$ cat src/busPkg.sv
// ===================================================================
// Wishbone classic bus types and the register map of the converter
// ===================================================================
package busPkg;

	// Bus widths, word addressed
	localparam int WbAdrW = 2;
	localparam int WbDatW = 32;

	// Register word addresses
	localparam logic [WbAdrW-1:0] RegCtrl   = 2'd0;
	localparam logic [WbAdrW-1:0] RegStatus = 2'd1;

	// Control register fields, chip sits in the two low bits
	localparam int CtrlCol80Bit  = 2;
	localparam int CtrlEnableBit = 3;

	// Status register places the last frame's line count here
	localparam int StatLastLsb = 16;

	typedef struct packed {
		logic cyc;
		logic stb;
		logic we;
		logic [WbAdrW-1:0] adr;
		logic [WbDatW-1:0] dat;
	} wbReq_t;

	typedef struct packed {
		logic ack;
		logic [WbDatW-1:0] dat;
	} wbRsp_t;

endpackage

$ cat src/videoPkg.sv
// ===================================================================
// VIC-II family raster constants. Strides are dots per source line and
// the frame buffer holds one 4-bit colour per source dot
// ===================================================================
package videoPkg;

	// Chip family codes as held in the control register
	localparam logic [1:0] ChipR8   = 2'd0;
	localparam logic [1:0] ChipOld  = 2'd1;
	localparam logic [1:0] Chip6569 = 2'd2;
	localparam logic [1:0] Chip6572 = 2'd3;

	// Frame buffer geometry, sized for the longest 80-column frame
	localparam int BufAddrW = 19;
	localparam int unsigned BufDepth = 331776;
	localparam int ColorW = 4;

	// Source raster counters
	localparam int SrcXW = 11;
	localparam int SrcYW = 9;

	// The output raster runs at twice the source resolution in both axes
	localparam int OutXW = 12;
	localparam int OutYW = 10;

	// Line stride in dots, indexed first by col80 and then by chip
	localparam logic [SrcXW-1:0] StrideTab [2][4] = '{
		'{ChipR8: 11'd528, ChipOld: 11'd520, Chip6569: 11'd512, Chip6572: 11'd512},
		'{ChipR8: 11'd1056, ChipOld: 11'd1040, Chip6569: 11'd1024, Chip6572: 11'd1024}
	};

	// Live configuration seen by both raster counters
	typedef struct packed {
		logic enable;
		logic [SrcXW-1:0] lineStride;
	} scanCfg_t;

	// One frame buffer write
	typedef struct packed {
		logic we;
		logic [BufAddrW-1:0] addr;
		logic [ColorW-1:0] color;
	} bufWrite_t;

	// Source raster status reported through the register block
	typedef struct packed {
		logic [SrcYW-1:0] curLine;
		logic [SrcYW-1:0] lastLines;
	} srcStatus_t;

endpackage
$ cat src/scanRegs.sv
// ===================================================================
// Wishbone classic slave, one wait state, no back-pressure. The stride
// is looked up when RegCtrl is written, so cfg_o follows on the ack
// ===================================================================
module scanRegs (
	input  logic                clk33,
	input  logic                rst_i,
	input  busPkg::wbReq_t      wbReq_i,
	input  videoPkg::srcStatus_t status_i,
	output busPkg::wbRsp_t      wbRsp_o,
	output videoPkg::scanCfg_t  cfg_o
);

	logic req;
	logic start;
	logic ack;
	logic acked;
	logic [1:0] chip;
	logic col80;
	logic enable;
	logic [videoPkg::SrcXW-1:0] stride;
	logic [busPkg::WbDatW-1:0] readWord;
	logic [busPkg::WbDatW-1:0] rdData;

	assign req = wbReq_i.cyc & wbReq_i.stb;
	// A new access only once the previous one has dropped stb
	assign start = req & ~ack & ~acked;

	// Read mux, reserved bits and unmapped words read as zero
	always_comb begin
		readWord = '0;
		case (wbReq_i.adr)
			busPkg::RegCtrl: begin
				readWord[1:0] = chip;
				readWord[busPkg::CtrlCol80Bit] = col80;
				readWord[busPkg::CtrlEnableBit] = enable;
			end
			busPkg::RegStatus: begin
				readWord[videoPkg::SrcYW-1:0] = status_i.curLine;
				readWord[busPkg::StatLastLsb +: videoPkg::SrcYW] = status_i.lastLines;
			end
			default: ;
		endcase
	end

	always_ff @(posedge clk33) begin
		if (rst_i) begin
			ack <= 1'b0;
			acked <= 1'b0;
			chip <= videoPkg::ChipR8;
			col80 <= 1'b0;
			enable <= 1'b0;
			stride <= videoPkg::StrideTab[0][videoPkg::ChipR8];
		end else begin
			ack <= start;
			// Remember the acked access until the master releases the strobe
			acked <= req & (acked | ack);
			if (start && wbReq_i.we && wbReq_i.adr == busPkg::RegCtrl) begin
				chip <= wbReq_i.dat[1:0];
				col80 <= wbReq_i.dat[busPkg::CtrlCol80Bit];
				enable <= wbReq_i.dat[busPkg::CtrlEnableBit];
				stride <= videoPkg::StrideTab[wbReq_i.dat[busPkg::CtrlCol80Bit]][wbReq_i.dat[1:0]];
			end
		end
	end

	// Read data lands together with ack
	always_ff @(posedge clk33) begin
		if (start)
			rdData <= readWord;
	end

	assign wbRsp_o = '{ack: ack, dat: rdData};
	assign cfg_o = '{enable: enable, lineStride: stride};

endmodule

$ cat config.mk
export PLATFORM = sky130hd
export DESIGN_NAME = scanRegs
export DESIGN_NICKNAME = d
export VERILOG_FILES = /design/src/busPkg.sv /design/src/videoPkg.sv /design/src/scanRegs.sv
export SDC_FILE = /design/constraint.sdc
export NUM_CORES = 1
export LEC_CHECK = 0
export BUFFER_PORTS_ARGS = -buffer_cell sky130_fd_sc_hd__buf_4
export CAP_MARGIN = 30
export CELL_PAD_IN_SITES_DETAIL_PLACEMENT = 1
export CELL_PAD_IN_SITES_GLOBAL_PLACEMENT = 1
export CORE_MARGIN = 8
export CORE_UTILIZATION = 27
export DETAILED_ROUTE_END_ITERATION = 8
export GPL_ROUTABILITY_DRIVEN = 0
export GPL_TIMING_DRIVEN = 0
export PLACE_DENSITY = 0.78
export SLEW_MARGIN = 20
export SYNTH_ARGS = -nofsm -noshare
export SYNTH_HDL_FRONTEND = slang
export SYNTH_SLANG_ARGS = --single-unit
$ cat constraint.sdc
create_clock -name clk33 -period 1.78 [get_ports clk33]
set_input_delay 0.178 -clock clk33 [delete_from_list [all_inputs] [get_ports clk33]]
set_output_delay 0.178 -clock clk33 [all_outputs]
set_load 0.01 [all_outputs]
==> results.sh <==
export IMPL_worst_endpoint_required_ps=1930
export IMPL_setup_slack_ps=299.1
export IMPL_crit_cells=5
export IMPL_slowest_delay_ps=380
export IMPL_crit_slowest_cell="dfxtp_1"
export IMPL_intPower_mw=0.9848
export IMPL_regToRegSetupSlack_ps=300
export IMPL_crit_family="buffers and inverters"
export IMPL_dp_cells=239
export IMPL_combPwrFrac_pct=16.5
export IMPL_status="completed"
export IMPL_vdd_drop_max_uv=293.2
export IMPL_cts_resized=3
export IMPL_clk_pin_slew_ps=90
export IMPL_grt_pass1_vias=1068
export IMPL_crit_path_start="ack"
export IMPL_critPathKind="reg -> reg"
export IMPL_n_fill_cell=562
export IMPL_antenna_found_initial=0
export IMPL_core_area_mm2=0.004692
export IMPL_drv_slew=0
export IMPL_fin_cells=244
export IMPL_die_w_um=85.52
export IMPL_period_minus_slack_ps=1481
export IMPL_io_buffers=52
export IMPL_synth_flop_cell="edfxtp_1"
export IMPL_hold_depth=3
export IMPL_start_util_pct=27.81
export IMPL_num_rows=25
export IMPL_synth_top_area_share_pct=41.42
export IMPL_sequentialPowerShare_pct=56.4
export IMPL_min_path_type="in -> reg"
export IMPL_diodes=0
export IMPL_fin_area_mm2=0.001892
export IMPL_reg2reg_depth=5
export IMPL_grt_usage_pct=9.007
export IMPL_crit_buf_inv=2
export IMPL_synth_async_reset_ratio_pct=0
export IMPL_slew_headroom_pct=64.49
export IMPL_syn_instance_count=114
export IMPL_overflow=0
export IMPL_totalWireLength_mm=3.288
export IMPL_cts_hold_buf=0
export IMPL_yosysSeqAreaShare_pct=56.76
export IMPL_synth_edff_count=18
export IMPL_area_growth_syn_to_layout_pct=44.97
export IMPL_die_h_um=85.52
export IMPL_power_switching_mw=0.2956
export IMPL_ys_ff_latch=28
export IMPL_yosys_cell_count_top_type="buf_4"
export IMPL_grt_pass1_wl_mm=5.271
export IMPL_synthTopCellsByCount="buf_4, edfxtp_1, and2_1, dfxtp_1, nor2_1"
export IMPL_ant_nets=0
export IMPL_p_clk_share_pct=27.1
export IMPL_first_pass_iters=4
export IMPL_worstPathCellList="nand4bb_1, clkbuf_2, clkinvlp_4, nand4_1, a21oi_1"
export IMPL_worstSkewPairLatency_ps=270
export IMPL_post_dp_cell_area_mm2=0.001834
export IMPL_tns_ps=0
export IMPL_worstPathArrival_ps=1630
export IMPL_dieArea_mm2=0.007314
export IMPL_worstSetupEndpoint="stride[3]"
export IMPL_cts_root_buf="clkbuf_8"
export IMPL_max_cap_violations=0
export IMPL_cp_end_kind="flop"
export IMPL_vias=998
export IMPL_io_pins=102
export IMPL_finalHoldViolations=0
export IMPL_htreeDepth=1
export IMPL_yosys_top_cells_area="edfxtp_1, dfxtp_1, buf_4"
export IMPL_yosysWarnings=0
export IMPL_rr_startpoint="ack"
export IMPL_final_period_utilization_pct=83.20
export IMPL_p_leak_nw=0.8651
export IMPL_fin_skew_ps=3.217
export IMPL_routedWlPerCell_um=13.48
export IMPL_cts_sinks=28
export IMPL_routed_via_density=4.090
export IMPL_finalSetupViolations=0
export IMPL_drc=0
export IMPL_avgSynthCellArea_um2=11.45
export IMPL_first_iter_violations=58
export IMPL_dp_hpwl_mm=2.673
export IMPL_max_freq_ghz=0.6753
export IMPL_dpl_worst_slack_ps=-55.81
export IMPL_drive_gt1_share_pct=44.21
export IMPL_rsz0062_at_grt="false"
export IMPL_netlist_area_mm2=0.001305
export IMPL_crit_fanout=12
export IMPL_postCtsSetupBuffers=0
export IMPL_critPathLaunchType="flop"
export IMPL_r2r_end="stride[3]"
export IMPL_grt_max_degree=16
export IMPL_cts_buffers=3
export IMPL_ys_types=23
export IMPL_worstMarginPinSlew_ps=531.5
export IMPL_final_nets=250
export IMPL_synth_area_leader_cell="edfxtp_1"
export IMPL_tritoncts="yes"
export IMPL_cts_buffer_depth=2
export IMPL_swShare_pct=23.09
export IMPL_power_density_mw_per_mm2=676.8
tightest hold or removal path, stage by stage:
cell	delay, ps
buf_4	110
o211ai_1	70
nor2_1	40
cell usage in the layout, fill, tap and decap left out, types with 2 or more instances in the layout:
master / n
conb_1: 20
inv_1: 3
clkinvlp_4: 2
nand3_1: 3
and2_1: 14
nand4_1: 2
a21oi_1: 6
mux2i_1: 5
edfxtp_1: 18
clkbuf_8: 3
dfxtp_1: 10
clkbuf_1: 2
buf_4: 75
nor2_1: 8
o21ai_0: 6
ha_1: 2
worst min-delay path by stage:
stage                       from   endpoint  slack (ps)
global route         wbReq_i[36]      acked         160
finish               wbReq_i[36]      acked         170
floorplan            wbReq_i[36]      acked         320
global placement     wbReq_i[36]      acked         450
detailed placement  status_i[15]  rdData[6]         460
CTS                  wbReq_i[36]      acked         160
per-stage QoR:
step | hold slack (ps) | util (%) | power [mW]
6_report | 170.6 | 40.32 | 1.280
4_1_cts | 164.6 | 40.32 | 1.296
3_3_place_gp | 446.4 | 39.09 | 0.9409
2_1_floorplan | 324.4 | - | 0.8493
3_5_place_dp | 461.5 | 39.09 | 0.9462
5_1_grt | 164.1 | 40.32 | 1.347
cells by family after synthesis:
| kind of cell | Yosys count | synth area share (%) |
|---|---|---|
| AO/OA/AOI/OAI | 14 | 5.849 |
| multiplexers | 5 | 3.835 |
| buffers and inverters | 31 | 16.11 |
| AND/OR/NAND/NOR | 33 | 15.24 |
| other | 1 | 0.2874 |
| flip-flops | 28 | 56.76 |
| adder cells (fa/ha/maj) | 2 | 1.917 |
routing by layer:
layer,global-route usage (%),up-vias,share of wire (%)
li1,-,497,-
met1,9.783,458,40
met2,15.73,41,51
met3,2.865,2,7.8
met4,3.822,0,1.2
met5,0,-,0
sequential cells by signal (all words and copies together), names as in the netlist:
signal / count
ack: 1
acked: 1
chip: 2
enable: 1
rdData: 18
stride: 5
area by class of cell:
class	count	area (µm²)	area share (%)
inverters	4	18.77	0.9921
repair buffers	52	390.4	20.63
well taps	54	67.56	3.571
clock inverters	1	3.754	0.1984
flip-flops and latches	28	740.7	39.15
plain buffers	27	196.4	10.38
multi-input cells	74	425.4	22.49
clock buffers	3	41.29	2.183
repair inverters	1	7.507	0.3968
power groups by stage:
stage                     Sequential, mW  Combinational, mW  Clock [mW]
final                              0.722              0.211       0.347
after CTS                          0.723              0.212       0.361
after global placement             0.737              0.204           0
after detailed placement           0.738              0.208           0
after global routing               0.725              0.234       0.388
after floorplan                    0.748              0.101           0
Power figures use the tool's default switching activity.
