==> src/videoPkg.sv <==
// ===================================================================
// VIC-II family raster constants. Strides are dots per source line and
// the frame buffer holds one 4-bit colour per source dot
// ===================================================================
package videoPkg;

	// Chip family codes as held in the control register
	localparam logic [1:0] ChipR8   = 2'd0;
	localparam logic [1:0] ChipOld  = 2'd1;
	localparam logic [1:0] Chip6569 = 2'd2;
	localparam logic [1:0] Chip6572 = 2'd3;

	// Frame buffer geometry, sized for the longest 80-column frame
	localparam int BufAddrW = 19;
	localparam int unsigned BufDepth = 331776;
	localparam int ColorW = 4;

	// Source raster counters
	localparam int SrcXW = 11;
	localparam int SrcYW = 9;

	// The output raster runs at twice the source resolution in both axes
	localparam int OutXW = 12;
	localparam int OutYW = 10;

	// Line stride in dots, indexed first by col80 and then by chip
	localparam logic [SrcXW-1:0] StrideTab [2][4] = '{
		'{ChipR8: 11'd528, ChipOld: 11'd520, Chip6569: 11'd512, Chip6572: 11'd512},
		'{ChipR8: 11'd1056, ChipOld: 11'd1040, Chip6569: 11'd1024, Chip6572: 11'd1024}
	};

	// Live configuration seen by both raster counters
	typedef struct packed {
		logic enable;
		logic [SrcXW-1:0] lineStride;
	} scanCfg_t;

	// One frame buffer write
	typedef struct packed {
		logic we;
		logic [BufAddrW-1:0] addr;
		logic [ColorW-1:0] color;
	} bufWrite_t;

	// Source raster status reported through the register block
	typedef struct packed {
		logic [SrcYW-1:0] curLine;
		logic [SrcYW-1:0] lastLines;
	} srcStatus_t;

endpackage
==> src/sourceRaster.sv <==
// ===================================================================
// Source side counters run only on dotEn_i. Addresses past the buffer
// end wrap at 19 bits and are dropped by the frame store
// ===================================================================
module sourceRaster (
	input  logic                              clk33,
	input  logic                              rst_i,
	input  logic                              dotEn_i,
	input  logic                              hSync_i,
	input  logic                              vSync_i,
	input  logic [videoPkg::ColorW-1:0]       color_i,
	input  videoPkg::scanCfg_t                cfg_i,
	output videoPkg::bufWrite_t               wr_o,
	output videoPkg::srcStatus_t              status_o
);

	logic phSync;
	logic pvSync;
	logic hRise;
	logic vRise;
	logic [videoPkg::SrcXW-1:0] xCnt;
	logic [videoPkg::SrcYW-1:0] yCnt;
	logic [videoPkg::SrcXW-1:0] xNext;
	logic [videoPkg::SrcYW-1:0] yNext;
	logic [videoPkg::SrcYW-1:0] lastLines;
	logic [videoPkg::SrcYW+videoPkg::SrcXW-1:0] lineBase;
	logic [videoPkg::SrcYW+videoPkg::SrcXW-1:0] pixAddr;
	logic wrEn;
	logic [videoPkg::BufAddrW-1:0] wrAddr;
	logic [videoPkg::ColorW-1:0] wrColor;

	// Sync edges are judged against the level seen on the previous dot
	assign hRise = hSync_i & ~phSync;
	assign vRise = vSync_i & ~pvSync;

	// Position after this dot's update, which is where the pixel belongs
	assign xNext = hRise ? '0 : xCnt + 11'd1;
	assign yNext = vRise ? '0 : (hRise ? yCnt + 9'd1 : yCnt);

	assign lineBase = yNext * cfg_i.lineStride;
	assign pixAddr = lineBase + {{videoPkg::SrcYW{1'b0}}, xNext};

	// ===================================================================
	// Counters and status
	// ===================================================================
	always_ff @(posedge clk33) begin
		if (rst_i) begin
			phSync <= 1'b0;
			pvSync <= 1'b0;
			xCnt <= '0;
			yCnt <= '0;
			lastLines <= '0;
			wrEn <= 1'b0;
		end else begin
			// Nothing is written while the converter is disabled
			wrEn <= dotEn_i & cfg_i.enable;
			if (dotEn_i) begin
				phSync <= hSync_i;
				pvSync <= vSync_i;
				xCnt <= xNext;
				yCnt <= yNext;
				// Lines of the frame just closed, line 0 included
				if (vRise)
					lastLines <= yCnt + 9'd1;
			end
		end
	end

	// Address and colour travel together into the buffer one clock later
	always_ff @(posedge clk33) begin
		if (dotEn_i) begin
			wrAddr <= pixAddr[videoPkg::BufAddrW-1:0];
			wrColor <= color_i;
		end
	end

	assign wr_o = '{we: wrEn, addr: wrAddr, color: wrColor};
	assign status_o = '{curLine: yCnt, lastLines: lastLines};

endmodule

==> config.mk <==
export PLATFORM = sky130hd
export DESIGN_NAME = sourceRaster
export DESIGN_NICKNAME = d
export VERILOG_FILES = /design/src/videoPkg.sv /design/src/sourceRaster.sv
export SDC_FILE = /design/constraint.sdc
export NUM_CORES = 1
export LEC_CHECK = 0
export BUFFER_PORTS_ARGS = -buffer_cell sky130_fd_sc_hd__buf_2
export CORE_MARGIN = 1
export CORE_UTILIZATION = 45
export CTS_BUF_LIST = sky130_fd_sc_hd__clkbuf_2
export CTS_CLUSTER_DIAMETER = 80
export CTS_CLUSTER_SIZE = 30
export DETAILED_ROUTE_END_ITERATION = 16
export GPL_TIMING_DRIVEN = 0
export PLACE_DENSITY_LB_ADDON = 0.05
export SYNTH_ARGS = -nofsm -noshare
export SYNTH_HDL_FRONTEND = slang
export SYNTH_SLANG_ARGS = --single-unit
==> constraint.sdc <==
create_clock -name clk33 -period 12.3 [get_ports clk33]
set_input_delay 1.23 -clock clk33 [delete_from_list [all_inputs] [get_ports clk33]]
set_output_delay 1.23 -clock clk33 [all_outputs]
set_load 0.02 [all_outputs]
==> impl_summary.txt, run 1 <==
----------------------------------------------------
[Outcome]
  Run status ... finished, final reports clean

[GRT]
  Wire length of the first global-routing pass ... 21400 um
  Initial antenna violation count ... 0
  Pin count of the biggest net entering global routing ... 25
  Via count of the first global-routing pass ... 4405
  Aggregate global-route resource usage ... 20.4%
  Overflow left after global routing ... 0

[Clocking]
  Clock transition at the registers of the reported paths ... 0.35 ns
  Clock tree from TritonCTS ... done
  Root buffer cell ... sky130_fd_sc_hd__clkbuf_2
  Number of H-tree branching levels ... 2
  Clock latency on the worst-skew pair ... 0.51 ns
  Maximum clock path buffer count ... 2
  CTS Buf Count ... 5
  Sinks on Clock Net ... 55
  Cts repair resizes ... 0
  Number of hold buffers added after cts ... 0
  Post-CTS Setup Repair Bufs ... 0

[STA]
  Max Clock Skew ... 0.0581 ns
  Hold Vio Cnt, Final ... 0
  Worst hold slack ... 0.510 ns
  Min Tclk post-route ... 6.88 ns
  Setup TNS ... 0 ns
  Unrepaired setup endpoints after global routing ... false
  Final cycle utilization of the critical path ... 55.9%
  Max transition margin ... between 40% and 50%
  Max-slew violation total from the final report ... 0
  Final-report setup violation count ... 0
  Tightest Pin Transition ... 0.786 ns
  Fmax ... 145 MHz

[Worst setup path]
  Worst flop-to-flop path startpoint ... yCnt[0]
  Slack of the worst reg-to-reg path ... roughly 5.7 ns
  Reg-to-Reg End ... wrAddr[17]
  Launch point of the critical path ... hSync_i
  Crit path DAT ... 7.29 ns
  Setup CP Type ... input port to flop
  Sort of element at the start of the critical path ... input port
  Crit path required time ... 12.72 ns
  Length in cells of the worst reg-to-reg path ... 23
  CP endpoint ... wrAddr[17]
  Sort of element at the end of the critical path ... flop
  Crit-path max FO ... 10

[Layout]
  ANT cells ... 0
  Layout cell share with drive strength beyond 1 ... roughly an eighth
  Final Non-Filler Cells ... 873
  Syn-to-layout area delta ... 9.54%
  Final core utilization ... 50.9%
  Final layout net count ... 845

[Routing]
  Via density per instance ... 4.96
  Wire length on met1 ... 6040 um
  Routed Wire Length ... about 12000 um
  Number of antenna-violating nets in the routed design ... 0
  Total number of vias ... 4330
  First-pass DRT Iterations ... 4
  Average wire per cell in the routed design ... 14.0 um
  Starting DRC count in detailed routing ... between 100 and 150
  Drc violations ... 0
  Met3 wirelength from detailed routing ... 637 um
  Met2 WL ... 5470 um
  Highest routed layer ... met4

[Yosys]
  Synth unique cells ... between 40 and 50
  Commonest cells in the netlist ... sky130_fd_sc_hd__inv_1, sky130_fd_sc_hd__nand2_1, sky130_fd_sc_hd__fa_1
  Post-Synthesis Cells ... around 640
  Portion of synthesized cell area occupied by the leading cell type ... a little under a quarter
  Number of flops mapped to enable cells by yosys ... 23
  Proportion of synthesized flip-flops having asynchronous set or reset ... 0%
  Synth Flop Type ... sky130_fd_sc_hd__dfxtp_1
  Synth warnings ... 0
  Average size of a mapped cell ... 9.27 um2
  Top-count cell post-synth ... sky130_fd_sc_hd__inv_1
  Number of nets produced by synthesis ... 780
  Top area cells in the synthesized netlist ... sky130_fd_sc_hd__fa_1, sky130_fd_sc_hd__edfxtp_1, sky130_fd_sc_hd__ha_1
  Synthesized cell area ... 5890 um2
  Portion of the post-synthesis area used by sequential elements ... between 20% and 30%
  Flip-flop and latch count after synthesis ... 55
  Leading area contributor after synthesis ... sky130_fd_sc_hd__fa_1

[Die]
  Initial Utilization ... 46.5%
  Num ports ... 63
  Die Span X ... between 100 and 150 um
  Die extent in y ... 116 um
  Core Footprint ... between 10000 and 15000 um2
  Total die area ... 13500 um2
  Row Count ... 41

[Place]
  Final RePlAce weighted congestion ... 0.852
  Placed cell count ... 865
  Post-detailed-placement half-perimeter wirelength ... 9990 um
  Input/output buffers ... 58

[Power and ir drop]
  VDD IR-drop max ... about 45 uV
  Power density normalized to cell area ... about 55 nW/um2
  Leakage component of the power ... 0.00324 uW

[Hold path]
  Class of the tightest hold or removal check ... flop to flop

[Flow run]
  Number of violations of the max-capacitance limit ... 0

----------------------------------------------------
[layout by cell type, fill, tap and decap left out, types with 3 or more instances in the layout]
cell and instances:
sky130_fd_sc_hd__inv_1 88, sky130_fd_sc_hd__nand2_1 72, sky130_fd_sc_hd__fa_1 70, sky130_fd_sc_hd__buf_2 66, sky130_fd_sc_hd__and2_1 55, sky130_fd_sc_hd__ha_1 54
sky130_fd_sc_hd__nor2_1 53, sky130_fd_sc_hd__xnor2_1 32, sky130_fd_sc_hd__dfxtp_1 32, sky130_fd_sc_hd__edfxtp_1 23, sky130_fd_sc_hd__mux2i_1 19, sky130_fd_sc_hd__a21oi_1 18
sky130_fd_sc_hd__o21ai_0 16, sky130_fd_sc_hd__a211oi_1 12, sky130_fd_sc_hd__nor3_1 10, sky130_fd_sc_hd__clkbuf_1 10, sky130_fd_sc_hd__xor2_1 7, sky130_fd_sc_hd__or3_1 6
sky130_fd_sc_hd__buf_1 6, sky130_fd_sc_hd__a21o_1 6, sky130_fd_sc_hd__clkbuf_2 5, sky130_fd_sc_hd__o21bai_1 4, sky130_fd_sc_hd__nor2b_1 3, sky130_fd_sc_hd__and3_1 3
[worst min-delay path by stage]
stage                 startpoint            to  cells after the start
floorplan                 pvSync        pvSync                      2
global placement          pvSync        pvSync                      2
detailed placement  lastLines[1]  lastLines[1]                      2
CTS                      xCnt[1]       xCnt[1]                      2
global route             xCnt[1]       xCnt[1]                      2
finish                   xCnt[1]       xCnt[1]                      2
[critical path, stage by stage]
cell                       delay (ns)
sky130_fd_sc_hd__buf_2           0.10
sky130_fd_sc_hd__nor2b_1         0.12
sky130_fd_sc_hd__buf_2           0.22
sky130_fd_sc_hd__nand2_1         0.09
sky130_fd_sc_hd__xor2_1          0.15
sky130_fd_sc_hd__nor2_1          0.26
sky130_fd_sc_hd__clkbuf_1        0.41
sky130_fd_sc_hd__nand2_1         0.15
sky130_fd_sc_hd__fa_1            0.54
sky130_fd_sc_hd__inv_1           0.05
sky130_fd_sc_hd__fa_1            0.51
sky130_fd_sc_hd__inv_1           0.06
sky130_fd_sc_hd__fa_1            0.48
sky130_fd_sc_hd__inv_1           0.05
sky130_fd_sc_hd__fa_1            0.53
sky130_fd_sc_hd__inv_1           0.05
sky130_fd_sc_hd__fa_1            0.49
sky130_fd_sc_hd__inv_1           0.04
sky130_fd_sc_hd__ha_1            0.36
sky130_fd_sc_hd__a211oi_1        0.32
sky130_fd_sc_hd__o21ai_0         0.14
sky130_fd_sc_hd__a31oi_1         0.20
sky130_fd_sc_hd__o21ai_0         0.22
sky130_fd_sc_hd__nor4b_1         0.35
sky130_fd_sc_hd__a211o_1         0.15
[metrics by stage]
step                      total power, uW  instance area (um2)  worst slack, ns
final                                 357                 6450             5.42
after global placement                273                 6390             4.96
after global routing                  381                 6450             5.05
after floorplan                       250                 5890             5.77
after CTS                             366                 6450             5.49
after detailed placement              274                 6390             4.93
[final cells by class]
cell class | count | area, um2
Multi-Input combinational cell | 466 | 4110
Inverter | 88 | 330
Clock inverter | 3 | 31.3
Timing Repair Buffer | 58 | 290
Sequential cell | 55 | 1330
Clock buffer | 5 | 25.0
Buffer | 26 | 115
Tap cell | 172 | 215
Fill cell | 1239 | 6220
[registers in the layout (all words and copies together) (netlist names)]
register,count
phSync,1
wrEn,1
wrAddr,19
wrColor,4
xCnt,11
lastLines,9
yCnt,9
pvSync,1
[power breakdown]
group	switching [uW]	internal (uW)
sequential	2.88	200
clock	69.0	17.8
combinational	44.5	23.3
total	116	241
[layer usage]
| layer | vias up | GRT usage, % |
|---|---|---|
| met5 | - | 0 |
| met4 | 0 | 3.68 |
| met3 | 9 | 4.00 |
| met2 | 95 | 33.0 |
| met1 | 2068 | 28.7 |
| li1 | 2158 | - |
[logic make-up after synthesis]
kind of cell / count (synthesis) / synth area share (%)
muxes: 20 / 3.42
and+or+nand+nor: 217 / 18.2
xor gates and xnor gates: 39 / 5.80
AOI/OAI and AO/OA: 66 / 7.10
adders and majority gates: 124 / 35.3
DFF: 55 / 22.6
buffers and inverters: 114 / 7.57
Power figures use the tool's default switching activity.
==> run 2: changes to the inputs <==
--- a/config.mk
+++ b/config.mk
@@ -5,6 +5,7 @@
 export SDC_FILE = /design/constraint.sdc
 export NUM_CORES = 1
 export LEC_CHECK = 0
+export ABC_AREA = 1
 export BUFFER_PORTS_ARGS = -buffer_cell sky130_fd_sc_hd__buf_2
 export CORE_MARGIN = 1
 export CORE_UTILIZATION = 45
==> constraint.sdc (replaced) <==
create_clock -name clk33 -period 6.8 [get_ports clk33]
set_input_delay 0.68 -clock clk33 [delete_from_list [all_inputs] [get_ports clk33]]
set_output_delay 0.68 -clock clk33 [all_outputs]
set_load 0.02 [all_outputs]
==> run 2 against run 1 <==
Worst setup slack lost 4.8 ns; power grew to 3.9 times the previous value; cell area grew 1.5%; global-route usage grew 1.1 points; register-to-register slack lost 5.0 ns; critical path type is now flop to flop; largest cell class unchanged; largest power group is now combinational logic.
==> impl_summary.txt, run 2 <==
----------------------------------------------------
[Layout]
  Commonest non-fill, non-tap cells in the layout ... sky130_fd_sc_hd__inv_1, sky130_fd_sc_hd__nand2_1, sky130_fd_sc_hd__nor2_1, sky130_fd_sc_hd__fa_1, sky130_fd_sc_hd__buf_2
  Final core utilization ... 51.2%
  Final layout net count ... 947
  Max FFs per register ... 19
  Filler cell count ... approximately 1300
  Layout cell share with drive strength beyond 1 ... 14.3%
  Largest reg by FF count ... wrAddr
  Most frequent standard cell in the layout excluding fill and tap cells ... sky130_fd_sc_hd__inv_1
  ANT cells ... 0
  Syn-to-layout area delta ... 9.50%
  Biggest registers after layout ... wrAddr (19), xCnt (11)

[Power and ir drop]
  Part of the total power dissipated in the clock network ... 10.4%
  Final total power ... roughly 1400 uW
  Internal Dissipation ... 741 uW
  VDD IR-drop max ... 119 uV
  P_sw ... 656 uW
  Sequential fraction of design power ... 31.8%
  Power density normalized to cell area ... 213 nW/um2
  Share of total power consumed by net switching ... 47.0%
  Leakage component of the power ... 0.00354 uW
  Combinational fraction of design power ... 57.8%

[Worst setup path]
  Crit path DAT ... 6.44 ns
  Slowest cell delay on critical path ... 0.57 ns
  Crit path required time ... 7.10 ns
  Cell occurring most often along the worst timing path ... sky130_fd_sc_hd__nand2_1
  Crit-path max FO ... 9
  Largest delay share family, worst path ... adder cells
  Standard cell with the maximum stage delay on the critical path ... sky130_fd_sc_hd__dfxtp_1
  Number of buffer and inverter instances along the worst setup path ... 6
  Sort of element at the end of the critical path ... flop
  Sort of element at the start of the critical path ... flop
  Setup CP Type ... flop to flop

[Clocking]
  Number of H-tree branching levels ... 2
  Cts repair resizes ... 0
  Maximum clock path buffer count ... 2
  Number of hold buffers added after cts ... 0
  Clock latency on the worst-skew pair ... 0.52 ns
  CTS Buf Count ... 5
  Clock tree from TritonCTS ... done
  Post-CTS Setup Repair Bufs ... 0
  Clock transition at the registers of the reported paths ... about 0.30 ns
  Sinks on Clock Net ... 55
  Root buffer cell ... sky130_fd_sc_hd__clkbuf_2

[STA]
  Final WS setup ... 0.659 ns
  Final cycle utilization of the critical path ... between 90% and 100%
  Fmax ... between 150 and 200 MHz
  Unrepaired setup endpoints after global routing ... false
  Max transition margin ... 60.5%
  Setup TNS ... 0 ns
  Final-report setup violation count ... 0
  Max Clock Skew ... 0.0138 ns
  Max-slew violation total from the final report ... 0
  Hold Vio Cnt, Final ... 0
  Min Tclk post-route ... 6.14 ns
  Tightest Pin Transition ... 0.592 ns

[Yosys]
  Synth unique cells ... 40
  Number of nets produced by synthesis ... 879
  Number of flops mapped to enable cells by yosys ... 23
  Leading area contributor after synthesis ... sky130_fd_sc_hd__fa_1
  Post-Synthesis Cells ... 734
  Synth Flop Type ... sky130_fd_sc_hd__dfxtp_1
  Top-count cell post-synth ... sky130_fd_sc_hd__inv_1
  Portion of synthesized cell area occupied by the leading cell type ... between 20% and 30%
  Proportion of synthesized flip-flops having asynchronous set or reset ... 0%
  Synthesized cell area ... roughly 6000 um2
  Average size of a mapped cell ... 8.14 um2
  Top area cells in the synthesized netlist ... sky130_fd_sc_hd__fa_1, sky130_fd_sc_hd__edfxtp_1, sky130_fd_sc_hd__ha_1
  Commonest cells in the netlist ... sky130_fd_sc_hd__inv_1, sky130_fd_sc_hd__nand2_1, sky130_fd_sc_hd__nor2_1
  Flip-flop and latch count after synthesis ... 55
  Synth warnings ... 0
  Portion of the post-synthesis area used by sequential elements ... 22.3%

[Routing]
  Routed Wire Length ... about 14000 um
  Drc violations ... 0
  First-pass DRT Iterations ... 5
  Starting DRC count in detailed routing ... 248
  Via density per instance ... 5.05
  Total number of vias ... between 4000 and 5000
  Average wire per cell in the routed design ... 14.3 um
  Number of antenna-violating nets in the routed design ... 0

[Place]
  Final RePlAce weighted congestion ... 0.836
  Post-detailed-placement half-perimeter wirelength ... 11700 um
  Worst setup slack after placement ... between 0.4 and 0.5 ns
  Input/output buffers ... 61

[Flow run]
  Number of violations of the max-capacitance limit ... 0

[Die]
  Row Count ... 41
  Die Span X ... ~120 um
  Die extent in y ... 117 um
  Core Footprint ... 12800 um2
  Total die area ... about 14000 um2
  Num ports ... 63
  Initial Utilization ... a little under half

[GRT]
  Pin count of the biggest net entering global routing ... 26
  Wire length of the first global-routing pass ... 22200 um
  Via count of the first global-routing pass ... 4426
  Overflow left after global routing ... 0
  Aggregate global-route resource usage ... 21.6%
  Initial antenna violation count ... 0

[Outcome]
  Run status ... finished, final reports clean

[Hold path]
  Class of the tightest hold or removal check ... input port to flop

----------------------------------------------------
run 2: cell count changes in the layout (fill, tap and decap cells not counted), sizes merged, moves of 29 or more:
cell	delta
inv	+54
and2	-55
nand2	+68
nand3	+40
xnor2	-29
nor2	+46
run 2: worst register-to-register path, delay by kind of cell (launching register included):
family        cells  cell delay (ns)
simple gates     15             1.61
xor+xnor          1             0.20
buf+inv           6             0.38
fa+ha+maj         7             3.17
flops             1             0.57
run 2: final timing paths:
check | start | endpoint | slack, ns | cells after the start
max | yCnt[0] | wrAddr[18] | 0.66 | 29
min reg2reg | xCnt[2] | xCnt[2] | 0.52 | 2
max reg2reg | yCnt[0] | wrAddr[18] | 0.66 | 29
min | color_i[3] | wrColor[3] | 0.30 | 1
run 2: final cells by class:
class	instances	area, um2	share of cell area (%)
multi-input combinational	522	4010	61.2
timing repair buffer	61	305	4.66
clock inverter	3	22.5	0.344
tap	172	215	3.29
buffer	15	108	1.64
sequential	55	1330	20.3
clock buffer	5	25.0	0.382
inverter	142	533	8.14
run 2: cell families (layout without fill, tap and decap cells):
| logic type | after synthesis | in the layout | synth area share, % |
|---|---|---|---|
| and+or+nand+nor | 294 | 294 | 21.6 |
| buffers and inverters | 157 | 226 | 10.7 |
| adders and majority gates | 124 | 124 | 34.7 |
| AOI/OAI and AO/OA | 82 | 82 | 7.41 |
| DFF | 55 | 55 | 22.3 |
| xor gates and xnor gates | 22 | 22 | 3.22 |
run 2: per-stage QoR:
stage | hold slack [ns] | cell area (um2) | instances
floorplan | 0.466 | 5980 | 734
finish | 0.300 | 6550 | 975
detailed placement | 0.481 | 6500 | 967
CTS | 0.276 | 6550 | 975
global placement | 0.476 | 6500 | 967
global route | 0.245 | 6550 | 975
run 2: routing by layer:
layer  GRT usage (%)  wire length, um
met1            30.3             6520
met2            34.4             6750
met3            3.24              420
met4            6.33              268
met5               0                0
run 2: power by group through the flow:
| stage | registers (uW) | logic (uW) | clock network [uW] |
|---|---|---|---|
| finish | 444 | 807 | 145 |
| global route | 450 | 925 | 163 |
| CTS | 445 | 822 | 150 |
| detailed placement | 452 | 813 | 0 |
| global placement | 449 | 814 | 0 |
| floorplan | 516 | 538 | 0 |
