File: src/videoPkg.sv
// ===================================================================
// VIC-II family raster constants. Strides are dots per source line and
// the frame buffer holds one 4-bit colour per source dot
// ===================================================================
package videoPkg;

	// Chip family codes as held in the control register
	localparam logic [1:0] ChipR8   = 2'd0;
	localparam logic [1:0] ChipOld  = 2'd1;
	localparam logic [1:0] Chip6569 = 2'd2;
	localparam logic [1:0] Chip6572 = 2'd3;

	// Frame buffer geometry, sized for the longest 80-column frame
	localparam int BufAddrW = 19;
	localparam int unsigned BufDepth = 331776;
	localparam int ColorW = 4;

	// Source raster counters
	localparam int SrcXW = 11;
	localparam int SrcYW = 9;

	// The output raster runs at twice the source resolution in both axes
	localparam int OutXW = 12;
	localparam int OutYW = 10;

	// Line stride in dots, indexed first by col80 and then by chip
	localparam logic [SrcXW-1:0] StrideTab [2][4] = '{
		'{ChipR8: 11'd528, ChipOld: 11'd520, Chip6569: 11'd512, Chip6572: 11'd512},
		'{ChipR8: 11'd1056, ChipOld: 11'd1040, Chip6569: 11'd1024, Chip6572: 11'd1024}
	};

	// Live configuration seen by both raster counters
	typedef struct packed {
		logic enable;
		logic [SrcXW-1:0] lineStride;
	} scanCfg_t;

	// One frame buffer write
	typedef struct packed {
		logic we;
		logic [BufAddrW-1:0] addr;
		logic [ColorW-1:0] color;
	} bufWrite_t;

	// Source raster status reported through the register block
	typedef struct packed {
		logic [SrcYW-1:0] curLine;
		logic [SrcYW-1:0] lastLines;
	} srcStatus_t;

endpackage
File: src/outputRaster.sv
// ===================================================================
// Output side advances on pixEn_i only. colorOut follows the counted
// position by exactly two pixEn_i cycles whatever their spacing
// ===================================================================
module outputRaster (
	input  logic                                clk33,
	input  logic                                rst_i,
	input  logic                                pixEn_i,
	input  logic                                hSync_i,
	input  logic                                vSync_i,
	input  videoPkg::scanCfg_t                  cfg_i,
	input  logic [videoPkg::ColorW-1:0]         rdColor_i,
	output logic [videoPkg::BufAddrW-1:0]       rdAddr_o,
	output logic [videoPkg::ColorW-1:0]         color_o
);

	logic phSync;
	logic pvSync;
	logic hFall;
	logic vFall;
	logic [videoPkg::OutXW-1:0] xCnt;
	logic [videoPkg::OutYW-1:0] yCnt;
	logic [videoPkg::OutXW-1:0] xNext;
	logic [videoPkg::OutYW-1:0] yNext;
	logic [videoPkg::SrcYW+videoPkg::SrcXW-1:0] rowBase;
	logic [videoPkg::SrcYW+videoPkg::SrcXW-1:0] fullAddr;
	logic [videoPkg::ColorW-1:0] colorMid;

	// Falling edges, only looked at on output pixel cycles
	assign hFall = pixEn_i & ~hSync_i & phSync;
	assign vFall = pixEn_i & ~vSync_i & pvSync;

	// Next position equals the current one between pixel enables
	assign xNext = !pixEn_i ? xCnt : (hFall ? '0 : xCnt + 12'd1);
	assign yNext = vFall ? '0 : (hFall ? yCnt + 10'd1 : yCnt);

	// Halving both coordinates doubles every source dot and line
	assign rowBase = yNext[videoPkg::OutYW-1:1] * cfg_i.lineStride;
	assign fullAddr = rowBase + {{videoPkg::SrcYW{1'b0}}, xNext[videoPkg::OutXW-1:1]};
	// Address of the next position, so the RAM output is settled by the next enable
	assign rdAddr_o = fullAddr[videoPkg::BufAddrW-1:0];

	// ===================================================================
	// Counters and colour pipeline
	// ===================================================================
	always_ff @(posedge clk33) begin
		if (rst_i) begin
			phSync <= 1'b0;
			pvSync <= 1'b0;
			xCnt <= '0;
			yCnt <= '0;
			colorMid <= '0;
			color_o <= '0;
		end else begin
			xCnt <= xNext;
			yCnt <= yNext;
			if (pixEn_i) begin
				phSync <= hSync_i;
				pvSync <= vSync_i;
				// Two enable-qualified stages give the fixed latency
				colorMid <= rdColor_i;
				color_o <= colorMid;
			end
		end
	end

endmodule

File: config.mk
export PLATFORM = sky130hd
export DESIGN_NAME = outputRaster
export DESIGN_NICKNAME = d
export VERILOG_FILES = /design/src/videoPkg.sv /design/src/outputRaster.sv
export SDC_FILE = /design/constraint.sdc
export NUM_CORES = 1
export LEC_CHECK = 0
export BUFFER_PORTS_ARGS = -buffer_cell sky130_fd_sc_hd__buf_2
export CAP_MARGIN = 20
export CELL_PAD_IN_SITES_DETAIL_PLACEMENT = 0
export CELL_PAD_IN_SITES_GLOBAL_PLACEMENT = 1
export CORE_MARGIN = 2
export CORE_UTILIZATION = 47
export CTS_BUF_LIST = sky130_fd_sc_hd__clkbuf_16
export DETAILED_ROUTE_END_ITERATION = 12
export GPL_TIMING_DRIVEN = 0
export MAX_ROUTING_LAYER = met4
export PLACE_DENSITY = 0.78
export SYNTH_ARGS = -nofsm -noshare
export SYNTH_HDL_FRONTEND = slang
export SYNTH_SLANG_ARGS = --single-unit
export TNS_END_PERCENT = 100
File: constraint.sdc
create_clock -name clk33 -period 6.35 [get_ports clk33]
set_input_delay 0.3175 -clock clk33 [delete_from_list [all_inputs] [get_ports clk33]]
set_output_delay 0.3175 -clock clk33 [all_outputs]
set_load 0.02 [all_outputs]
==> metrics list, run 1 <==
- Result of the run: finished clean
- Final-report setup violation count: 0
- Share of final-layout standard cells stronger than drive strength 1: 21.39%
- The congestion estimate from routability-driven global placement came to 0.8163.
- I/O Buffers: 38
- Maximum number of pins on one net before global-route repair: 12
- Final core utilization: 57.99%
- Destination of the worst register-to-register timing path: yCnt[8]
- CP startpoint kind: register
- The first routing iteration left 136 violations.
- The min-delay analysis places its worst path in the category in2reg.
- Sequential elements use 12.91% of the synthesized area.
- The initial antenna violation count came to 0.
- Traced cell by cell, the critical path runs through and3b_2 -> and3_4 -> nand2_2 -> xor2_2 -> nor2_1 -> buf_4 -> and2_4 -> fa_1 -> fa_1 -> fa_1 -> fa_1 -> inv_1 -> fa_1 -> inv_2 -> ha_4 -> a21oi_4 -> o21bai_2 -> a221oi_4 -> nand2_2 -> a221oi_4 -> xnor3_1 -> buf_6.
* Clock skew after layout: 0.001782 ns
- The die is 106.8 um wide.
* Hpwl dp: 8790 um
- Total placed cells including tap cells: 738
* Synthesized Nets: 709
* Cell with the most instances after synthesis: sky130_fd_sc_hd__inv_1
- In this run the number of H-tree levels came out at 2.
- For hold timing, the worst endpoint is xCnt[1].
* Critical path's top delay family: adder cells
- In the synthesized netlist the dominant register cell turns out to be sky130_fd_sc_hd__dfxtp_1.
- RSZ-0062 raised after global routing: true
- Along the worst path, the maximum fanout reaches 8.
- Detailed-route via count: 3,931
- The number of hold violations in the final report is 0.
* Distinct cell type count of the synthesized netlist: 49
* Core Rows: 37
* Area of the core region: 10,280 um^2
* Die Ht: 106.8 um
* Area Overhead vs Synth: 20.07%
- Worst path bufs/invs: 4
- Worst-case clock buffer depth: 2
- In this run, post-CTS hold repair placed 0 buffers.
- Worst-case register-to-register setup slack: 4.89 ns
- Area used by multi-input combinational logic: 4187 um^2
* Antenna fix cells: 0
* Post-Route WL: 11,070 um
* Launch instance of the worst register-to-register path: phSync
- Critical path's most frequent cell: sky130_fd_sc_hd__fa_1
* Pre-Repair DR Iteration Count: 4
- After detailed routing, the number of remaining DRC violations is 0.
- Post-synthesis instance total: 564
- Hold Path Depth: 2
* Total GRT Usage: 21.23%
- At the pin with the least slew margin, the transition time is 0.5141 ns.
- Yosys mapped a number of flops with a built-in enable equal to 0.
* Max IR drop VDD: 0.1673 mV
- Area of the die: 11,400 um^2
* Startpoint-to-endpoint class of the critical path: reg2out
- Endpoint type of the worst setup path: primary output
- The worst path in the final design needs a cycle of 6.333 ns, including I/O delays and setup.
* Maximum Capacitance Violations: 0
- In the final routed layout, each cell accounts on average for 14.43 um.
- Layout filler cell count: 943
- Clock tree synthesis inserted a total of 5 buffers.
- Via count of the first global-routing pass: 4,027
- Leak pwr: 3.024 nW
- Headroom to the max-slew limit came out at 65.72%.
* Final global-route overflow total: 0
- Initial cell density of the core: 48.30%
- CTS tree: yes
* Clock transition at the registers of the reported paths: 0.05 ns
- The worst register-to-register path has a depth of 7.
- For the final routed database, the setup TNS stands at 0 ns.
- Number of register bits inferred by synthesis: 32
- Antenna violation net count after detailed routing: 0
- I/O pin count: 44
- The startpoint identified for the worst hold timing path is rst_i.
* Most frequent cells after synthesis: 88 x sky130_fd_sc_hd__inv_1, 70 x sky130_fd_sc_hd__fa_1, 61 x sky130_fd_sc_hd__nand2_1, 54 x sky130_fd_sc_hd__ha_1, 49 x sky130_fd_sc_hd__and2_1
- The net count of the finished layout is 776.
- CTS sink count: 32
- Timing would allow up to 0.1579 GHz.
- On the critical path, the stage with the largest delay is an instance of sky130_fd_sc_hd__fa_1.
* Global-route wire length before repair: 18,910 um
- A synthesized cell averages 8.801 um^2.
* Root buffer cell: sky130_fd_sc_hd__clkbuf_16
- Of all flip-flops after synthesis, the portion carrying an async set or reset was 0%.
- Worst hold slack: 0.2744 ns
* Crit path required time: 6.03 ns
- Summing every instance area after synthesis gives 4964 um^2.
- Portion of synthesized cell area occupied by the leading cell type: 28.23%
- The clock reaches the later pin of the worst-skew pair after 0.27 ns.
- Summed over all instances, the cell type with the most area after synthesis is sky130_fd_sc_hd__fa_1.
- After synthesis, the cell types taking the most area are sky130_fd_sc_hd__fa_1 28%, sky130_fd_sc_hd__ha_1 14%, sky130_fd_sc_hd__dfxtp_1 13%.
- Post-route non-filler standard cell count: 767
* Crit path largest cell delay: 0.62 ns
- Summing all flip-flop and latch instances after layout gives 651.9 um^2.
- Arrival @ worst endpoint: 6.02 ns
* Warning count from the yosys run: 0
* Final slew viol count: 0
- Power density over the cells: 79.69 nW/um^2
- In the routed layout, each cell is associated on average with a via count of 5.125.
* Total power: 0.4749 mW
- Final cycle utilization of the critical path: 99.73%
cells in the final DEF (no fill, tap or decap), types with 9 or more instances in the layout:
| cell type | instances |
|---|---|
| sky130_fd_sc_hd__inv_1 | 86 |
| sky130_fd_sc_hd__fa_1 | 67 |
| sky130_fd_sc_hd__nand2_1 | 59 |
| sky130_fd_sc_hd__and2_1 | 46 |
| sky130_fd_sc_hd__nor2_1 | 45 |
| sky130_fd_sc_hd__ha_1 | 44 |
| sky130_fd_sc_hd__buf_2 | 37 |
| sky130_fd_sc_hd__buf_4 | 29 |
| sky130_fd_sc_hd__dfxtp_1 | 25 |
| sky130_fd_sc_hd__xnor2_1 | 20 |
| sky130_fd_sc_hd__nor3_1 | 18 |
| sky130_fd_sc_hd__xor2_1 | 12 |
| sky130_fd_sc_hd__mux2i_1 | 11 |
| sky130_fd_sc_hd__o21ai_0 | 10 |
| sky130_fd_sc_hd__ha_4 | 9 |
where the power goes:
group | total, mW | internal (mW) | switching (mW)
Clock | 0.223 | 0.140 | 0.0828
Sequential | 0.208 | 0.205 | 0.00293
Combinational | 0.0440 | 0.0151 | 0.0288
Total | 0.475 | 0.360 | 0.115
per-layer routing:
layer  vias to the layer above  GRT usage [%]  wire length, um
met5                         -              -                0
met3                         9          1.702              298
li1                       1917              -                -
met4                         0          3.432               91
met2                        58          36.44             5505
met1                      1947          28.17             5171
cell type report:
| type | count | share of cell area (%) |
|---|---|---|
| Clock inverter | 2 | 0.1260 |
| Inverter | 88 | 5.543 |
| Buffer | 21 | 2.163 |
| Clock buffer | 5 | 2.100 |
| Tap cell | 136 | 2.855 |
| Sequential cell | 32 | 10.94 |
| Timing Repair Buffer | 59 | 6.026 |
| Multi-Input combinational cell | 424 | 70.25 |
registers in the layout, indices dropped and copies added, names as in the netlist:
register	flops
colorMid	4
color_o	4
pvSync	1
phSync	1
yCnt	10
xCnt	12
cell families after synthesis:
family          after synthesis  synth area share, %
buf+inv                     109                8.520
mux                          12                2.420
simple gates                205                20.49
fa+ha+maj                   124                41.85
compound gates               46                7.184
flops                        32                12.91
xor+xnor                     36                6.630
worst register-to-register path, stage by stage, from the launching register on:
cell	delay, ns
sky130_fd_sc_hd__dfxtp_2	0.35
sky130_fd_sc_hd__and3b_2	0.22
sky130_fd_sc_hd__and3_4	0.21
sky130_fd_sc_hd__nand2_2	0.07
sky130_fd_sc_hd__xor2_2	0.16
sky130_fd_sc_hd__buf_4	0.13
sky130_fd_sc_hd__buf_4	0.12
sky130_fd_sc_hd__nor3_1	0.11
per-stage QoR:
step	cell area, um^2	worst slack [ns]
4_1_cts	5787	-0.06051
2_1_floorplan	4964	0.4038
3_3_place_gp	5324	-0.7058
3_5_place_dp	5324	-0.7495
5_1_grt	5959	-0.2623
6_report	5959	0.01721
worst max-delay path by stage:
stage / slack (ns) / to / start / cells after the start
2_1_floorplan: 0.40 / rdAddr_o[18] / pixEn_i / 21
3_3_place_gp: -0.71 / rdAddr_o[18] / pixEn_i / 23
3_5_place_dp: -0.75 / rdAddr_o[18] / pixEn_i / 23
4_1_cts: -0.06 / rdAddr_o[18] / phSync / 22
5_1_grt: -0.26 / rdAddr_o[18] / phSync / 23
6_report: 0.02 / rdAddr_o[18] / phSync / 22
timing repair:
action | CTS | global route
setup buffers | 13 | 8
setup endpoints to repair | 6 | 7
gates cloned | 1 | 0
pin swaps | 29 | 35
resized for setup | 46 | 32
No activity file was read; power rests on OpenSTA's default activity.
==> run 2: changes to the inputs <==
--- a/config.mk
+++ b/config.mk
@@ -5,12 +5,13 @@
 export SDC_FILE = /design/constraint.sdc
 export NUM_CORES = 1
 export LEC_CHECK = 0
+export ABC_AREA = 1
 export BUFFER_PORTS_ARGS = -buffer_cell sky130_fd_sc_hd__buf_2
 export CAP_MARGIN = 20
 export CELL_PAD_IN_SITES_DETAIL_PLACEMENT = 0
 export CELL_PAD_IN_SITES_GLOBAL_PLACEMENT = 1
 export CORE_MARGIN = 2
-export CORE_UTILIZATION = 47
+export CORE_UTILIZATION = 45
 export CTS_BUF_LIST = sky130_fd_sc_hd__clkbuf_16
 export DETAILED_ROUTE_END_ITERATION = 12
 export GPL_TIMING_DRIVEN = 0
==> metrics list, run 2 <==
- The synthesized net count was 849 (+20%).
* Maximum Capacitance Violations: 0 (unchanged)
- The tree is rooted in a sky130_fd_sc_hd__clkbuf_16.
* Post-synthesis instance total: 704 (+25%)
- Sorting the synthesized cells by area gives the leading types as sky130_fd_sc_hd__fa_1 27%, sky130_fd_sc_hd__ha_1 13%, sky130_fd_sc_hd__dfxtp_1 13%.
* Via count of the first global-routing pass: 4,289 (+6.5%)
* Worst Hold End: colorMid[2]
- Core Rows: 38 (+2.7%)
- The last weighted congestion value of the routability-driven placer was 0.8802 (+7.8%).
* Warning count from the yosys run: 0 (unchanged)
- Rel. slew slack: 59.68% (-6.0 points)
- The pin count of the biggest net entering global routing is 11 (-1).
- CP startpoint kind: register
* Number of gates on the worst path with buffers counted: 25 (+14%)
- The DRC violation total after the first TritonRoute iteration was 222 (+63%).
* Portion of synthesized cell area occupied by the leading cell type: 27.48% (-0.75 points)
* Final cycle utilization of the critical path: 95.71% (-4.0 points)
* Post-route non-filler standard cell count: 911 (+19%)
- Most frequent cells after synthesis: 146 x sky130_fd_sc_hd__inv_1, 146 x sky130_fd_sc_hd__nand2_1, 107 x sky130_fd_sc_hd__nor2_1, 70 x sky130_fd_sc_hd__fa_1, 54 x sky130_fd_sc_hd__ha_1
- The maximum clock skew at final layout was 0.005395 ns (+0.003613 ns).
* Setup Slack @ Placement: -0.006454 ns (+0.7431 ns)
- The cell area reported after detailed placement was 5474 um^2 (+2.8%).
- The endpoint identified for the worst register-to-register timing path is xCnt[8].
- Total placed cells including tap cells: 884 (+20%)
- The smallest setup slack after layout is 0.2722 ns (+0.2550 ns).
- Endpoint type of the worst setup path: primary output
- Final-report setup violation count: 0 (unchanged)
- The H-tree level count came to 2 (unchanged).
- Worst-case register-to-register setup slack: 4.75 ns (-0.14 ns)
- The biggest cell delay along the critical path came to 0.56 ns (-0.06 ns).
- The number of I/O pins came to 44 (unchanged).
- The number of buffers between clock root and the deepest sink came to 2 (unchanged).
- Hold Path Origin: rdColor_i[2]
* Initial cell density of the core: 46.62% (-1.7 points)
* Register with the most flip-flops: xCnt
* Power density over the cells: 85.88 nW/um^2 (+7.8%)
* Shortest clock period the worst path allows after layout: 6.078 ns (-0.2550 ns)
- Launch instance of the worst register-to-register path: xCnt[0]
- Worst path bufs/invs: 6 (+2)
- The cell depth of the worst flop-to-flop path was 8 (+1).
- The slowest stage of the critical path is the sky130_fd_sc_hd__fa_1 cell.
- The clock transition at the register clock pins on the worst setup and hold paths after CTS is 0.05 ns (about the same).
* Sequential area share after synthesis: 12.56% (-0.34 points)
- The synthesized flop and latch total is 32 (unchanged).
* Pre-Repair DR Iteration Count: 4 (unchanged)
* Die Ht: 110.4 um (+3.4%)
- The initial antenna violation count is 0 (unchanged).
* Critical path's top delay family: adder cells
- Worst-path maximum fanout: 6 (-2)
- The achievable frequency was 0.1645 GHz (+4.2%).
- The overall die width was 110.4 um (+3.4%).
- The number of sinks driven by the clock tree was 32 (unchanged).
- The number of hold violations in the final report was 0 (unchanged).
* Area of the die: 12,200 um^2 (+7.0%)
- The slew of the pin with the lowest slew margin came to 0.6048 ns (+0.09066 ns).
- Share of final-layout standard cells stronger than drive strength 1: 14.14% (-7.3 points)
- Area Overhead vs Synth: 15.24%
* Final core utilization: 53.73% (-4.3 points)
- The biggest area contributor in the post-synthesis netlist is sky130_fd_sc_hd__fa_1.
- The total half-perimeter wirelength after legalization and detailed placement came to 10,260 um (+17%).
* Final global-route overflow total: 0 (unchanged)
- TritonCTS built the clock tree.
- Post-synthesis area per instance: 7.242 um^2 (-18%)
* Final Instance Area: 5876 um^2 (-1.4%)
* Area of the core region: 10,940 um^2 (+6.4%)
- Startpoint-to-endpoint class of the critical path: reg2out
- The number of remaining DRC errors is 0 (unchanged).
- The worst endpoint required time came to 6.03 ns (about the same).
- The tightest min-delay check is of the in2reg type.
- The flip-flop count of the largest register after layout is 12 (unchanged).
- Cell area after synthesis: 5099 um^2 (+2.7%)
* Clock buffer count from CTS: 5 (unchanged)
- Worst hold slack: 0.2657 ns (-0.008726 ns)
* Antenna violation net count after detailed routing: 0 (unchanged)
* Leading cell type in the layout, fill and taps excluded: sky130_fd_sc_hd__nand2_1
- The fill cell instance count of the final layout is 1,096 (+16%).
* Hold Path Depth: 3 (+1)
* Total GRT Usage: 20.71% (-0.51 points)
- The total wire length is 12,240 um (+11%).
* Leak pwr: 3.331 nW (+10%)
* Number of synthesized flops with an enable pin: 0 (unchanged)
- Highest-count cells in the layout ignoring fill and taps: 145 x sky130_fd_sc_hd__nand2_1, 144 x sky130_fd_sc_hd__inv_1, 101 x sky130_fd_sc_hd__nor2_1
- The count of cell types in the netlist is 34 (-31%).
- Detailed-route via count: 4,542 (+16%)
- Arrival @ worst endpoint: 5.76 ns (-0.26 ns)
- Global-route wire length before repair: 20,440 um (+8.1%)
- The count of antenna diodes in the layout came to 0 (unchanged).
- I/O Buffers: 40 (+5.3%)
- Tracing the worst setup path back leads to its startpoint at yCnt[0].
- In the synthesized netlist the dominant register cell turns out to be sky130_fd_sc_hd__dfxtp_1.
- The maximum VDD drop was 0.1847 mV (+10%).
- Result of the run: finished clean
* Detail-routed via count per cell: 4.986 (-2.7%)
- In the final layout, the registers with the most flip-flops are xCnt x12, yCnt x10.
* Fin nets: 915 (+18%)
- Final slew viol count: 0 (unchanged)
- The fraction of registers with async set or reset after synthesis is 0% (unchanged).
- Worst-skew pair later-pin latency: 0.27 ns (about the same)
- Routed WL per cell: 13.44 um (-6.9%)
[run 2: changes by cell type in the layout (fill, tap and decap cells not counted), moves of 6 or more]
cell | previous run | this run
sky130_fd_sc_hd__nand2_1 | 59 | 145
sky130_fd_sc_hd__inv_1 | 86 | 144
sky130_fd_sc_hd__nor2_1 | 45 | 101
sky130_fd_sc_hd__and2_1 | 46 | 0
sky130_fd_sc_hd__a21oi_1 | 4 | 27
sky130_fd_sc_hd__nand3_1 | 6 | 26
sky130_fd_sc_hd__xnor2_1 | 20 | 2
sky130_fd_sc_hd__mux2i_1 | 11 | 1
sky130_fd_sc_hd__o21ai_0 | 10 | 20
sky130_fd_sc_hd__buf_4 | 29 | 20
sky130_fd_sc_hd__nor3_1 | 18 | 9
sky130_fd_sc_hd__ha_4 | 9 | 3
[run 2: repair_timing]
item / 4_1_cts / 5_1_grt
hold buffers: 0 / 0
setup buffers: 0 / 19
cloned: 0 / 0
gates resized for setup: 3 / 28
pin swaps: 0 / 9
endpoints found under the setup margin: 1 / 9
[run 2: cells by family after synthesis]
family	Yosys count	share of synthesized area [%]
multiplexers	1	0.1963
flip-flops	32	12.56
AND/OR/NAND/NOR	317	26.04
AO/OA/AOI/OAI	54	5.669
buffers and inverters	159	11.88
XOR/XNOR	17	2.920
adder cells (fa/ha/maj)	124	40.74
[run 2: final cells by class]
class | count | area, um^2 | share of cell area [%]
Clock inverter | 3 | 11.26 | 0.1917
Clock buffer | 5 | 125.1 | 2.129
Buffer | 11 | 53.80 | 0.9157
Multi-Input combinational cell | 513 | 3965 | 67.48
Tap cell | 140 | 175.2 | 2.981
Timing Repair Buffer | 59 | 342.8 | 5.835
Inverter | 148 | 559.3 | 9.519
Sequential cell | 32 | 643.1 | 10.95
[run 2: tightest hold or removal path, stage by stage]
cell                     delay (ns)
sky130_fd_sc_hd__buf_2         0.07
sky130_fd_sc_hd__nor2_1        0.03
sky130_fd_sc_hd__nor2_1        0.08
[run 2: worst max-delay path by stage]
| stage | endpoint | slack (ns) |
|---|---|---|
| after floorplan | rdAddr_o[17] | 0.79 |
| after global routing | rdAddr_o[18] | -0.04 |
| after detailed placement | rdAddr_o[18] | -0.006 |
| final | rdAddr_o[18] | 0.27 |
| after CTS | rdAddr_o[18] | 0.05 |
| after global placement | rdAddr_o[18] | 0.008 |
[run 2: per-layer routing]
layer / wire [um] / track usage [%]
met4: 221 / 4.833
met3: 410 / 3.019
met1: 5561 / 27.68
met5: 0 / -
met2: 6048 / 33.50
[run 2: per-stage QoR]
stage / TNS, ns / power [mW]
5_1_grt: -0.07493 / 0.5270
3_5_place_dp: -0.006454 / 0.2852
4_1_cts: 0 / 0.5066
3_3_place_gp: 0 / 0.2837
6_report: 0 / 0.5046
2_1_floorplan: 0 / 0.2582
[run 2: power by group]
part / internal, mW / switching (mW)
sequential: 0.207 / 0.00334
combinational: 0.0238 / 0.0496
clock: 0.141 / 0.0802
total: 0.371 / 0.133
==> run 3: changes to the inputs <==
--- a/config.mk
+++ b/config.mk
@@ -5,18 +5,18 @@
 export SDC_FILE = /design/constraint.sdc
 export NUM_CORES = 1
 export LEC_CHECK = 0
-export ABC_AREA = 1
 export BUFFER_PORTS_ARGS = -buffer_cell sky130_fd_sc_hd__buf_2
 export CAP_MARGIN = 20
 export CELL_PAD_IN_SITES_DETAIL_PLACEMENT = 0
 export CELL_PAD_IN_SITES_GLOBAL_PLACEMENT = 1
 export CORE_MARGIN = 2
-export CORE_UTILIZATION = 45
+export CORE_UTILIZATION = 47
 export CTS_BUF_LIST = sky130_fd_sc_hd__clkbuf_16
 export DETAILED_ROUTE_END_ITERATION = 12
 export GPL_TIMING_DRIVEN = 0
 export MAX_ROUTING_LAYER = met4
 export PLACE_DENSITY = 0.78
+export RECOVER_POWER = 100
 export SYNTH_ARGS = -nofsm -noshare
 export SYNTH_HDL_FRONTEND = slang
 export SYNTH_SLANG_ARGS = --single-unit
==> metrics list, run 3 (synthesized netlist as in run 1, its figures left out) <==
- Arrival @ worst endpoint: 6.02 ns (+0.26 ns)
- The final cell count without fillers was 767 (-16%).
- Clock buffer count from CTS: 5 (unchanged)
* Post-route DRC violation count: 0 (unchanged)
- Final-report setup violation count: 0 (unchanged)
- The total half-perimeter wirelength after legalization and detailed placement came to 8790 um (-14%).
- Maximum number of pins on one net before global-route repair: 12 (+1)
- Total GRT Usage: 21.23% (+0.51 points)
- Final core utilization: 57.80% (+4.1 points)
* Endpoint type of the worst setup path: primary output
- Critical path's most frequent cell: sky130_fd_sc_hd__buf_4
- Max FFs per register: 12 (unchanged)
- Critical Path Source: phSync
- The cell area reported after detailed placement was 5324 um^2 (-2.7%).
- The final routed wire length divided by cell count is 14.45 um (+7.5%).
- Total power: 0.4748 mW (-5.9%)
- The starting density of the core came to 48.30% (+1.7 points).
- The cell depth of the worst flop-to-flop path came to 7 (-1).
- Final global-route overflow total: 0 (unchanged)
- Worst-skew pair later-pin latency: 0.27 ns (about the same)
- Result of the run: finished clean
* Destination of the worst register-to-register timing path: yCnt[8]
- Area of the core region: 10,280 um^2 (-6.0%)
- RSZ-0062 raised after global routing: true
* Antenna violations before repair: 0 (unchanged)
* Detail-routed via count per cell: 5.141 (+3.1%)
- Pre-Repair DR Iteration Count: 4 (unchanged)
* Layout filler cell count: 946 (-14%)
- Largest registers in the final layout: xCnt x12, yCnt x10
- Share of final-layout standard cells stronger than drive strength 1: 19.49% (+5.4 points)
* Cells along the critical path: and3b_2 -> and3_4 -> nand4_1 -> xor2_1 -> nor2_1 -> buf_4 -> buf_4 -> nand2_1 -> fa_2 -> fa_1 -> inv_1 -> fa_1 -> fa_1 -> ha_1 -> ha_4 -> o21a_1 -> o211ai_1 -> buf_4 -> buf_4 -> nor2_1 -> a221oi_4 -> xnor3_1 -> buf_6
- The most critical setup path has its endpoint at rdAddr_o[18].
- Worst-path maximum fanout: 7 (+1)
- The smallest hold slack came to 0.2834 ns (+0.01769 ns).
- The maximum clock skew at final layout was 0.001785 ns (-0.003610 ns).
- The remaining antenna violation count after routing is 0 (unchanged).
- The area of all placed cells without fillers came to 5941 um^2 (+1.1%).
* Class of the most critical hold timing path: in2reg
- The number of buffers between clock root and the deepest sink came to 2 (unchanged).
- Leaving out fill and tap cells, the most frequent cells in the layout are 86 x sky130_fd_sc_hd__inv_1, 67 x sky130_fd_sc_hd__fa_1, 59 x sky130_fd_sc_hd__nand2_1.
- I/O pin count: 44 (unchanged)
- CP startpoint kind: register
- The area occupied by multi-input gates is 4182 um^2 (+5.5%).
* Final Hold Fails: 0 (unchanged)
- The smallest setup slack after layout came to 0.01062 ns (-0.2616 ns).
* Setup Slack @ Placement: -0.7495 ns (-0.7431 ns)
- Crit path largest cell delay: 0.54 ns (-0.02 ns)
* Slew @ Worst Pin: 0.6989 ns (+0.09415 ns)
* Fin nets: 776 (-15%)
- Antenna fix cells: 0 (unchanged)
* Core Rows: 37 (-2.6%)
- Total placed cells including tap cells: 738 (-17%)
- Startpoint-to-endpoint class of the critical path: reg2out
* Detailed-route via count: 3,943 (-13%)
- Area of the die: 11,400 um^2 (-6.6%)
* Worst-case register-to-register setup slack: 4.89 ns (+0.14 ns)
- The summed negative setup slack over all endpoints came to 0 ns (unchanged).
* CTS tree: yes
- Via count of the first global-routing pass: 4,027 (-6.1%)
* Highest achievable clock rate: 0.1577 GHz (-4.1%)
* # H-tree levels: 2 (unchanged)
- The worst endpoint required time came to 6.03 ns (about the same).
* Register with the most flip-flops: xCnt
- The tree is rooted in a sky130_fd_sc_hd__clkbuf_16.
- Maximum Capacitance Violations: 0 (unchanged)
- I/O Buffers: 38 (-5.0%)
* Leading cell type in the layout, fill and taps excluded: sky130_fd_sc_hd__inv_1
- The number of sinks driven by the clock tree is 32 (unchanged).
- Width of the chip: 106.8 um (-3.3%)
- Slowest cell on the critical path: sky130_fd_sc_hd__fa_1
- Power density over the cells: 79.92 nW/um^2 (-6.9%)
- Global-route wire length before repair: 18,910 um (-7.5%)
- Initial DRC count: 129 (-42%)
- The area of all sequential standard cells is 651.9 um^2 (+1.4%).
- The clock transition at the register clock pins on the worst setup and hold paths after CTS came to 0.05 ns (about the same).
- The last weighted congestion value of the routability-driven placer was 0.8163 (-7.3%).
* Post-Route WL: 11,080 um (-9.5%)
* Area Overhead vs Synth: 19.69%
* Shortest clock period the worst path allows after layout: 6.339 ns (+0.2616 ns)
* Rel. slew slack: 53.40% (-6.3 points)
- The leakage power of the design is 2.973 nW (-11%).
- Final slew viol count: 0 (unchanged)
* Hold-fix buffers at CTS: 0 (unchanged)
* Launch instance of the worst register-to-register path: phSync
- Die Ht: 106.8 um (-3.3%)
- The maximum VDD drop came to 0.1668 mV (-9.7%).
- The period utilization is 99.83% (+4.1 points).
[run 3: cell type report]
class	count	area share [%]
Buffer	21	2.148
Clock buffer	5	2.106
Clock inverter	2	0.1264
Inverter	88	5.560
Multi-Input combinational cell	424	70.39
Sequential cell	32	10.97
Tap cell	136	2.864
Timing Repair Buffer	59	5.834
[run 3: worst min-delay path by stage]
stage / startpoint / to / slack, ns / cells after the start
3_3_place_gp: color_o[1] / color_o[1] / 0.47 / 2
3_5_place_dp: colorMid[3] / colorMid[3] / 0.48 / 2
2_1_floorplan: rst_i / xCnt[1] / 0.39 / 1
5_1_grt: rdColor_i[3] / colorMid[3] / 0.29 / 3
6_report: rdColor_i[3] / colorMid[3] / 0.28 / 3
4_1_cts: rst_i / xCnt[1] / 0.27 / 2
[run 3: repair_timing]
action / CTS / global route
gates cloned: 1 / 0
gates resized for setup: 46 / 32
endpoints found under the setup margin: 6 / 7
buffers inserted: 13 / 8
pin swaps: 29 / 35
[run 3: report_power, final]
part | internal, mW | switching [mW] | total [mW]
Clock | 0.140 | 0.0830 | 0.223
Sequential | 0.205 | 0.00295 | 0.208
Combinational | 0.0148 | 0.0287 | 0.0435
Total | 0.360 | 0.115 | 0.475
[run 3: routing by layer]
| layer | wire length (um) | part of all wire [%] | GRT usage [%] | up-vias |
|---|---|---|---|---|
| li1 | - | - | - | 1917 |
| met1 | 5171 | 47 | 28.17 | 1955 |
| met2 | 5512 | 50 | 36.44 | 62 |
| met3 | 307 | 2.8 | 1.702 | 9 |
| met4 | 91 | 0.82 | 3.432 | 0 |
| met5 | 0 | 0 | - | - |
[run 3: worst max-delay path: cells and delay by family, from the launching register on]
kind                     cells  cell delay (ns)
AO/OA/AOI/OAI                3             0.74
XOR/XNOR                     2             0.46
adder cells (fa/ha/maj)      6             2.61
buffers and inverters        6             0.78
flip-flops                   1             0.36
AND/OR/NAND/NOR              6             0.81
